==> src/hw/host_pkg.sv <==
package host_pkg;

    ////////////////////////////////////////
    // Widths
    ////////////////////////////////////////

    // Command and data bytes on the SPI link
    typedef logic [7:0] byte_t;

    // Message payload, first data byte in the top bits
    typedef logic [63:0] rxdata_t;

    // Keyboard matrix, 0 means pressed
    typedef logic [63:0] keys_t;

    ////////////////////////////////////////
    // Command codes
    ////////////////////////////////////////

    localparam byte_t CMD_RESET           = 8'h01;
    localparam byte_t CMD_SET_KEYB_MATRIX = 8'h10;
    localparam byte_t CMD_SET_HCTRL       = 8'h11;
    localparam byte_t CMD_WRITE_KBBUF     = 8'h12;
    localparam byte_t CMD_SET_VIDMODE     = 8'h40;

    // Register values after reset
    localparam keys_t KEYS_RESET_VALUE  = '1;
    localparam byte_t HCTRL_RESET_VALUE = 8'hFF;

    // Keyboard buffer geometry
    localparam int KBBUF_DEPTH = 16;
    localparam int KBBUF_AW    = 4;

    // System reset pulse length in clk cycles
    localparam int RESET_PULSE_CYCLES = 16;
    localparam int RESET_CNT_W        = $clog2(RESET_PULSE_CYCLES + 1);

    // SPI receiver states
    typedef enum logic [1:0] {
        RX_IDLE,
        RX_CMD,
        RX_DATA
    } rx_state_t;

endpackage
==> src/hw/host_iface_top.sv <==
`timescale 1ns/1ps

module host_iface_top
    import host_pkg::*;
(
    input  logic  clk,
    input  logic  reset,

    // SPI pins from the microcontroller, asynchronous
    input  logic  spi_sclk,
    input  logic  spi_ssel_n,
    input  logic  spi_mosi,

    // Computer side
    input  logic  kbbuf_rd,
    output keys_t keys,
    output byte_t hctrl1,
    output byte_t hctrl2,
    output logic  video_mode,
    output logic  sys_reset,
    output byte_t kbbuf_rdata,
    output logic  kbbuf_empty
);

    ////////////////////////////////////////
    // Internal wires
    ////////////////////////////////////////

    byte_t   spi_cmd;
    rxdata_t spi_rxdata;
    logic    spi_msg_end;
    logic    reset_req;
    byte_t   kbbuf_data;
    logic    kbbuf_wren;

    spi_rx spi_rx_inst (
        .clk         (clk),
        .reset       (reset),
        .spi_sclk    (spi_sclk),
        .spi_ssel_n  (spi_ssel_n),
        .spi_mosi    (spi_mosi),
        .spi_cmd     (spi_cmd),
        .spi_rxdata  (spi_rxdata),
        .spi_msg_end (spi_msg_end)
    );

    spiregs spiregs_inst (
        .clk         (clk),
        .reset       (reset),
        .spi_msg_end (spi_msg_end),
        .spi_cmd     (spi_cmd),
        .spi_rxdata  (spi_rxdata),
        .reset_req   (reset_req),
        .keys        (keys),
        .hctrl1      (hctrl1),
        .hctrl2      (hctrl2),
        .kbbuf_data  (kbbuf_data),
        .kbbuf_wren  (kbbuf_wren),
        .video_mode  (video_mode)
    );

    kbbuf_fifo kbbuf_fifo_inst (
        .clk     (clk),
        .reset   (reset),
        .wr_en   (kbbuf_wren),
        .wr_data (kbbuf_data),
        .rd_en   (kbbuf_rd),
        .rd_data (kbbuf_rdata),
        .empty   (kbbuf_empty)
    );

    sys_reset_stretch sys_reset_stretch_inst (
        .clk       (clk),
        .reset     (reset),
        .reset_req (reset_req),
        .sys_reset (sys_reset)
    );

endmodule

==> src/hw/sys_reset_stretch.sv <==
`timescale 1ns/1ps

module sys_reset_stretch
    import host_pkg::*;
(
    input  logic clk,
    input  logic reset,
    input  logic reset_req,
    output logic sys_reset
);

    logic [RESET_CNT_W-1:0] cnt;

    // A request during the pulse reloads the full length
    always_ff @(posedge clk or posedge reset) begin
        if (reset) begin
            cnt <= '0;
        end else if (reset_req) begin
            cnt <= RESET_CNT_W'(RESET_PULSE_CYCLES);
        end else if (cnt != '0) begin
            cnt <= cnt - 1'b1;
        end
    end

    // High for exactly RESET_PULSE_CYCLES cycles after the last request
    assign sys_reset = (cnt != '0);

endmodule

==> src/hw/kbbuf_fifo.sv <==
`timescale 1ns/1ps

module kbbuf_fifo
    import host_pkg::*;
(
    input  logic  clk,
    input  logic  reset,
    input  logic  wr_en,
    input  byte_t wr_data,
    input  logic  rd_en,
    output byte_t rd_data,
    output logic  empty
);

    byte_t               mem [KBBUF_DEPTH];
    logic [KBBUF_AW-1:0] wr_ptr;
    logic [KBBUF_AW-1:0] rd_ptr;
    logic [KBBUF_AW:0]   count;
    logic                full;
    logic                push;
    logic                pop;

    assign full  = (count == (KBBUF_AW + 1)'(KBBUF_DEPTH));
    assign empty = (count == '0);

    // Writes into a full buffer and reads from an empty one are dropped
    assign push = wr_en && !full;
    assign pop  = rd_en && !empty;

    ////////////////////////////////////////
    // Pointers and fill level
    ////////////////////////////////////////

    always_ff @(posedge clk or posedge reset) begin
        if (reset) begin
            wr_ptr <= '0;
            rd_ptr <= '0;
            count  <= '0;
        end else begin
            if (push) begin
                wr_ptr <= wr_ptr + 1'b1;
            end
            if (pop) begin
                rd_ptr <= rd_ptr + 1'b1;
            end
            case ({push, pop})
                2'b10:   count <= count + 1'b1;
                2'b01:   count <= count - 1'b1;
                default: count <= count;
            endcase
        end
    end

    ////////////////////////////////////////
    // Storage
    ////////////////////////////////////////

    always_ff @(posedge clk) begin
        if (push) begin
            mem[wr_ptr] <= wr_data;
        end
    end

    // Oldest entry, valid while not empty
    assign rd_data = mem[rd_ptr];

endmodule

==> src/hw/spiregs.sv <==
`timescale 1ns/1ps

module spiregs
    import host_pkg::*;
(
    input  logic    clk,
    input  logic    reset,

    input  logic    spi_msg_end,
    input  byte_t   spi_cmd,
    input  rxdata_t spi_rxdata,

    output logic    reset_req,
    output keys_t   keys,
    output byte_t   hctrl1,
    output byte_t   hctrl2,

    output byte_t   kbbuf_data,
    output logic    kbbuf_wren,

    output logic    video_mode
);

    ////////////////////////////////////////
    // Command decode
    ////////////////////////////////////////

    logic hit_reset;
    logic hit_keys;
    logic hit_hctrl;
    logic hit_kbbuf;
    logic hit_vidmode;

    // Unknown codes match nothing and leave every register alone
    assign hit_reset   = spi_msg_end && (spi_cmd == CMD_RESET);
    assign hit_keys    = spi_msg_end && (spi_cmd == CMD_SET_KEYB_MATRIX);
    assign hit_hctrl   = spi_msg_end && (spi_cmd == CMD_SET_HCTRL);
    assign hit_kbbuf   = spi_msg_end && (spi_cmd == CMD_WRITE_KBBUF);
    assign hit_vidmode = spi_msg_end && (spi_cmd == CMD_SET_VIDMODE);

    // 01h system reset request, one cycle
    always_ff @(posedge clk or posedge reset) begin
        if (reset) begin
            reset_req <= 1'b0;
        end else begin
            reset_req <= hit_reset;
        end
    end

    // 10h keyboard matrix, whole payload
    always_ff @(posedge clk or posedge reset) begin
        if (reset) begin
            keys <= KEYS_RESET_VALUE;
        end else if (hit_keys) begin
            keys <= spi_rxdata;
        end
    end

    // 11h hand controllers, first byte is controller 2
    always_ff @(posedge clk or posedge reset) begin
        if (reset) begin
            hctrl2 <= HCTRL_RESET_VALUE;
            hctrl1 <= HCTRL_RESET_VALUE;
        end else if (hit_hctrl) begin
            hctrl2 <= spi_rxdata[63:56];
            hctrl1 <= spi_rxdata[55:48];
        end
    end

    // 12h keyboard buffer write strobe
    always_ff @(posedge clk or posedge reset) begin
        if (reset) begin
            kbbuf_wren <= 1'b0;
        end else begin
            kbbuf_wren <= hit_kbbuf;
        end
    end

    always_ff @(posedge clk) begin
        if (hit_kbbuf) begin
            kbbuf_data <= spi_rxdata[63:56];
        end
    end

    // 40h video mode from bit 0 of the first data byte
    always_ff @(posedge clk or posedge reset) begin
        if (reset) begin
            video_mode <= 1'b0;
        end else if (hit_vidmode) begin
            video_mode <= spi_rxdata[56];
        end
    end

endmodule

==> src/hw/spi_rx.sv <==
`timescale 1ns/1ps

module spi_rx
    import host_pkg::*;
(
    input  logic    clk,
    input  logic    reset,
    input  logic    spi_sclk,
    input  logic    spi_ssel_n,
    input  logic    spi_mosi,
    output byte_t   spi_cmd,
    output rxdata_t spi_rxdata,
    output logic    spi_msg_end
);

    ////////////////////////////////////////
    // Pin synchronizers and edge detect
    ////////////////////////////////////////

    logic [1:0] sclk_sync;
    logic [1:0] ssel_sync;
    logic [1:0] mosi_sync;
    logic       sclk_prev;
    logic       ssel_prev;
    logic       sclk_rise;
    logic       ssel_fall;
    logic       ssel_rise;
    logic       mosi_bit;

    // Select idles high so no false start comes out of reset
    always_ff @(posedge clk or posedge reset) begin
        if (reset) begin
            sclk_sync <= 2'b00;
            ssel_sync <= 2'b11;
            mosi_sync <= 2'b00;
            sclk_prev <= 1'b0;
            ssel_prev <= 1'b1;
        end else begin
            sclk_sync <= {sclk_sync[0], spi_sclk};
            ssel_sync <= {ssel_sync[0], spi_ssel_n};
            mosi_sync <= {mosi_sync[0], spi_mosi};
            sclk_prev <= sclk_sync[1];
            ssel_prev <= ssel_sync[1];
        end
    end

    assign sclk_rise = sclk_sync[1] & ~sclk_prev;
    assign ssel_fall = ~ssel_sync[1] & ssel_prev;
    assign ssel_rise = ssel_sync[1] & ~ssel_prev;
    assign mosi_bit  = mosi_sync[1];

    ////////////////////////////////////////
    // Message framing FSM
    ////////////////////////////////////////

    rx_state_t  state;
    logic [2:0] bit_cnt;
    logic [3:0] byte_idx;
    logic       bit_strobe;
    logic       byte_done;
    byte_t      shift_q;
    byte_t      next_byte;

    // Select edges take priority over clock edges in the same cycle
    assign bit_strobe = sclk_rise && !ssel_fall && !ssel_rise && (state != RX_IDLE);
    assign byte_done  = bit_strobe && (bit_cnt == 3'd7);
    assign next_byte  = {shift_q[6:0], mosi_bit};

    always_ff @(posedge clk or posedge reset) begin
        if (reset) begin
            state       <= RX_IDLE;
            bit_cnt     <= 3'd0;
            byte_idx    <= 4'd0;
            spi_msg_end <= 1'b0;
        end else begin
            spi_msg_end <= 1'b0;
            if (ssel_fall) begin
                state    <= RX_CMD;
                bit_cnt  <= 3'd0;
                byte_idx <= 4'd0;
            end else if (ssel_rise) begin
                // Only a complete command byte makes a message
                spi_msg_end <= (state == RX_DATA);
                state       <= RX_IDLE;
            end else if (bit_strobe) begin
                bit_cnt <= bit_cnt + 3'd1;
                if (byte_done) begin
                    case (state)
                        RX_CMD:  state <= RX_DATA;
                        RX_DATA: if (!byte_idx[3]) byte_idx <= byte_idx + 4'd1;
                        default: state <= RX_IDLE;
                    endcase
                end
            end
        end
    end

    ////////////////////////////////////////
    // Byte assembly
    ////////////////////////////////////////

    always_ff @(posedge clk) begin
        if (bit_strobe) begin
            shift_q <= next_byte;
        end
        if (byte_done && state == RX_CMD) begin
            spi_cmd <= next_byte;
        end
        // Data byte k lands at bits 63-8k down to 56-8k, extras dropped
        if (ssel_fall) begin
            spi_rxdata <= '0;
        end else if (byte_done && state == RX_DATA && !byte_idx[3]) begin
            spi_rxdata[{~byte_idx[2:0], 3'b000} +: 8] <= next_byte;
        end
    end

endmodule

==> config.mk <==
export PLATFORM = sky130hd
export DESIGN_NAME = host_iface_top
export DESIGN_NICKNAME = d
export VERILOG_FILES = /design/src/hw/host_pkg.sv /design/src/hw/host_iface_top.sv /design/src/hw/sys_reset_stretch.sv /design/src/hw/kbbuf_fifo.sv /design/src/hw/spiregs.sv /design/src/hw/spi_rx.sv
export SDC_FILE = /design/constraint.sdc
export NUM_CORES = 1
export LEC_CHECK = 0
export BUFFER_PORTS_ARGS = -buffer_cell sky130_fd_sc_hd__buf_2
export CAP_MARGIN = 20
export CORE_MARGIN = 3
export CORE_UTILIZATION = 40
export CTS_CLUSTER_DIAMETER = 40
export DETAILED_ROUTE_END_ITERATION = 7
export PLACE_DENSITY_LB_ADDON = 0.25
export SYNTH_ARGS = -nofsm -noshare
export SYNTH_HDL_FRONTEND = slang
export SYNTH_HIERARCHICAL = 1
export SYNTH_SLANG_ARGS = --single-unit
==> constraint.sdc <==
create_clock -name clk -period 2.75 [get_ports clk]
set_input_delay 0.1375 -clock clk [delete_from_list [all_inputs] [get_ports clk]]
set_output_delay 0.1375 -clock clk [all_outputs]
set_load 0.05 [all_outputs]
==> qor.yml <==
worstSetupEndpointType: "output pin"
leakage_nw: 6.11
cts_tree: "built"
gr-total-overflow: 0
fin_worst_skew_ns: 0.0128
period_minus_slack_ns: 2.69
syn_area_sq_um: 13200
post_synth_inst_count: 870
cap_violations: 0
global_route.usage.total_pct: 15.5
path_class: "reg2out"
final-setup-viol-count: 0
area_delta_synth_final_pct: 21.0
power_density_nw_per_um2: 834
vias_in_the_first_global_route: 7463
total_power_mw: 13.3
finalSetupTns_ns: 0
rsz0062_at_grt: "yes"
starting_utilization_of_the_core_area_pct: 41.2
clockPowerShare_pct: 44.5
rows: 65
dieWidth_um: 187
power_switching_mw: 3.48
worst_slew_margin_relative_to_its_limit_pct: 45.5
ff_latch_area_sq_um: 8900
num-fill-cells: 2774
startpoint_type_of_the_worst_setup_path: "register"
largest_buffer_count_on_any_clock_path: 3
vias_per_cell: 4.89
outcome: "finished clean"
die-area_sq_um: 35100
grt_first_pass_wirelength_mm: 42.9
drive_gt1_share_pct: 40.2
htreeDepth: 2
leading_register_cell_type_out_of_synthesis: "sky130_fd_sc_hd__edfxtp_1"
dpl.cell_count: 1391
worstMarginPinSlew_ns: 0.815
postSynth.asyncResetShare_pct: 35.6
final.period_utilization_pct: 97.9
hold_viol: 0
path_max_fanout: 11
slew_violations: 0
drt-total-wl_mm: 27.3
core_area_sq_um: 32000
drt_iter0_markers: 473
routabilityCongestion: 0.815
cts.clk_slew.worst_paths_ns: 0.05
cts.root.buffer_cell: "sky130_fd_sc_hd__clkbuf_16"
cp.arrival_ns: 2.56
ys_ff_latch: 334
p_seq_share_pct: 41.0
route.detailed.drc: 0
synth_area_per_cell_sq_um: 15.1
grt_max_degree: 52
edff_count_synth: 151
area_of_the_multi_input_gates_sq_um: 3990
wl_per_cell_um: 18.4
diodes: 0
fp.dieH_um: 187
buffer_ports.inserted: 96
route.vias.total: 7250
internal-power_mw: 9.80
yosys_warnings: 6
timing.fmax_ghz: 0.371
pin_count: 97
antenna_found_initial: 0
cts_num_sinks: 334
yosys.cell_types.count: 59
numCtsBuffers: 45
post_layout_nonfiller_instances: 1484
design.final.nets: 1035
dp_hpwl_mm: 17.7
sw_frac_of_total_pct: 26.2
timing.critical_path.required_ns: 2.61
synth_sequential_area_ratio_pct: 67.6
detail_route.first_pass.iterations: 4
mappedNetlistNets: 893
insertion_delay_ns: 0.52
hold-worst-slack_ns: 0.0962
route.antenna.remaining_nets: 0
peakVddDrop_mv: 0.348
hold_path.class: "in2reg"
power.share.combinational_pct: 14.5
worst paths after layout:
path / slack [ns] / cells past startpoint / startpoint / end
max in group asynchronous: 1.68 / 4 / reset / spiregs_inst/keys[24]$_DFFE_PP1P_
min in group asynchronous: 0.15 / 3 / reset / sys_reset_stretch_inst/cnt[0]$_DFFE_PP0P_
worst max register to register: 0.09 / 11 / kbbuf_fifo_inst/count[1]$_DFFE_PP0P_ / kbbuf_fifo_inst/count[4]$_DFFE_PP0P_
worst min register to register: 0.34 / 0 / spi_rx_inst/sclk_sync[0]$_DFF_PP0_ / spi_rx_inst/sclk_sync[1]$_DFF_PP0_
worst min-delay path: 0.1 / 3 / kbbuf_rd / kbbuf_fifo_inst/rd_ptr[0]$_DFFE_PP0P_
worst max-delay path: 0.06 / 6 / kbbuf_fifo_inst/rd_ptr[2]$_DFFE_PP0P_ / kbbuf_rdata[7]
sequential cells by signal (all words and copies together) (netlist names), 5 cells and up:
name / cells
spi_rx_inst/spi_cmd: 8
sys_reset_stretch_inst/cnt: 5
kbbuf_fifo_inst/mem: 128
kbbuf_fifo_inst/count: 5
spiregs_inst/hctrl2: 8
spi_rx_inst/spi_rxdata: 64
spiregs_inst/keys: 64
spiregs_inst/hctrl1: 8
spi_rx_inst/shift_q: 7
spiregs_inst/kbbuf_data: 8
synthesized netlist by cell type, types with 2 or more instances:
cell type | instances | share of area (%)
sky130_fd_sc_hd__a221oi_1 | 8 | 0.53
sky130_fd_sc_hd__o21a_1 | 2 | 0.11
sky130_fd_sc_hd__edfxtp_1 | 151 | 34
sky130_fd_sc_hd__buf_2 | 9 | 0.34
sky130_fd_sc_hd__clkbuf_1 | 15 | 0.43
sky130_fd_sc_hd__a21o_1 | 2 | 0.11
sky130_fd_sc_hd__buf_1 | 3 | 0.086
sky130_fd_sc_hd__nor4_1 | 2 | 0.095
sky130_fd_sc_hd__or4_4 | 2 | 0.17
sky130_fd_sc_hd__nor3_1 | 7 | 0.27
sky130_fd_sc_hd__a21oi_1 | 12 | 0.46
sky130_fd_sc_hd__or3_1 | 2 | 0.095
sky130_fd_sc_hd__dfxtp_1 | 64 | 9.7
sky130_fd_sc_hd__mux2_2 | 89 | 7.6
sky130_fd_sc_hd__nor4b_1 | 2 | 0.13
sky130_fd_sc_hd__mux4_2 | 16 | 2.7
sky130_fd_sc_hd__dfrtp_1 | 36 | 6.8
sky130_fd_sc_hd__nand2b_1 | 4 | 0.19
sky130_fd_sc_hd__and3_1 | 5 | 0.24
sky130_fd_sc_hd__o21ai_0 | 22 | 0.84
sky130_fd_sc_hd__a22o_1 | 2 | 0.13
sky130_fd_sc_hd__xnor2_1 | 8 | 0.53
sky130_fd_sc_hd__nor2b_1 | 5 | 0.24
sky130_fd_sc_hd__nand3b_1 | 2 | 0.11
sky130_fd_sc_hd__or3b_1 | 2 | 0.13
sky130_fd_sc_hd__inv_1 | 20 | 0.57
sky130_fd_sc_hd__mux2_4 | 2 | 0.23
sky130_fd_sc_hd__xor2_1 | 3 | 0.20
sky130_fd_sc_hd__a22oi_1 | 8 | 0.46
sky130_fd_sc_hd__nand4b_1 | 2 | 0.13
sky130_fd_sc_hd__mux2i_1 | 90 | 6.8
sky130_fd_sc_hd__nand3_1 | 8 | 0.30
sky130_fd_sc_hd__buf_6 | 10 | 0.86
sky130_fd_sc_hd__a31o_2 | 2 | 0.13
sky130_fd_sc_hd__nand2_1 | 109 | 3.1
sky130_fd_sc_hd__dfstp_2 | 83 | 17
sky130_fd_sc_hd__ha_1 | 16 | 1.5
sky130_fd_sc_hd__buf_4 | 3 | 0.17
sky130_fd_sc_hd__nor2_1 | 22 | 0.63
metrics by stage:
step	instance area, sq um	worst slack [ns]	utilization, %
5_1_grt	15900	-0.0352	49.8
4_1_cts	15900	0.0358	49.6
3_3_place_gp	14200	0.0684	44.6
2_1_floorplan	13200	-0.0467	-
3_5_place_dp	14200	0.0527	44.6
6_report	15900	0.0569	49.8
power groups by stage:
stage / combinational (mW) / sequential (mW) / clock, mW
after floorplan: 1.41 / 5.48 / 0
after global placement: 1.81 / 5.52 / 0
after detailed placement: 1.84 / 5.53 / 0
after CTS: 1.85 / 5.44 / 6.08
after global routing: 2.08 / 5.47 / 6.32
final: 1.93 / 5.45 / 5.91
cell usage in the layout, fill, tap and decap left out, types with 3 or more instances in the layout:
master,synthesis,layout
sky130_fd_sc_hd__a21oi_1,12,12
sky130_fd_sc_hd__a221oi_1,8,8
sky130_fd_sc_hd__a22oi_1,8,8
sky130_fd_sc_hd__and3_1,5,5
sky130_fd_sc_hd__buf_2,9,96
sky130_fd_sc_hd__buf_4,3,31
sky130_fd_sc_hd__bufinv_16,0,5
sky130_fd_sc_hd__clkbuf_1,15,7
sky130_fd_sc_hd__clkbuf_16,0,48
sky130_fd_sc_hd__clkbuf_8,0,3
sky130_fd_sc_hd__clkinv_2,0,4
sky130_fd_sc_hd__clkinv_4,0,7
sky130_fd_sc_hd__dfrtp_1,36,35
sky130_fd_sc_hd__dfstp_2,83,83
sky130_fd_sc_hd__dfxtp_1,64,64
sky130_fd_sc_hd__dlygate4sd3_1,0,4
sky130_fd_sc_hd__edfxtp_1,151,151
sky130_fd_sc_hd__ha_1,16,14
sky130_fd_sc_hd__inv_1,20,16
sky130_fd_sc_hd__inv_2,0,3
sky130_fd_sc_hd__mux2_2,89,89
sky130_fd_sc_hd__mux2i_1,90,90
sky130_fd_sc_hd__mux4_2,16,16
sky130_fd_sc_hd__nand2_1,109,109
sky130_fd_sc_hd__nand2b_1,4,4
sky130_fd_sc_hd__nand3_1,8,8
sky130_fd_sc_hd__nor2_1,22,22
sky130_fd_sc_hd__nor2b_1,5,3
sky130_fd_sc_hd__nor2b_2,1,3
sky130_fd_sc_hd__nor3_1,7,7
sky130_fd_sc_hd__o21ai_0,22,21
sky130_fd_sc_hd__xnor2_1,8,8
sky130_fd_sc_hd__xor2_1,3,3
area by class of cell:
cell class,instances,share of cell area [%]
Clock inverter,27,2.10
Clock buffer,57,7.81
Tap cell,435,3.42
Multi-Input combinational cell,476,25.0
Timing Repair Buffer,135,5.31
Inverter,20,0.479
Sequential cell,334,55.9
worst max-delay path: stages, from the launching register on:
cell and delay (ns):
sky130_fd_sc_hd__dfrtp_1 0.37, sky130_fd_sc_hd__buf_4 0.19, sky130_fd_sc_hd__and2_1 0.29, sky130_fd_sc_hd__a221oi_1 0.59, sky130_fd_sc_hd__a22oi_1 0.19, sky130_fd_sc_hd__nand2_1 0.13, sky130_fd_sc_hd__buf_2 0.27
cells by family after synthesis:
logic type                 after synthesis  synth area share [%]
AOI/OAI and AO/OA                       63                  3.14
xor gates and xnor gates                11                 0.732
adders and majority gates               17                  1.67
buffers and inverters                   60                  2.45
DFF                                    334                  67.6
muxes                                  197                  17.4
and+or+nand+nor                        188                  7.02
metal layers:
metal	GRT usage, %	part of all wire, %
met5	0	0
met4	4.30	2.0
met3	2.87	4.1
met2	25.7	49
met1	21.0	45
what timing repair did:
item / CTS / global route
hold endpoints to repair: 38 / 0
pin swaps: 0 / 1
gates resized for setup: 1 / 4
setup endpoints to repair: 8 / 5
hold buffers: 4 / 0
cloned: 0 / 1
buffers inserted: 0 / 4
No activity file was read; power rests on OpenSTA's default activity.
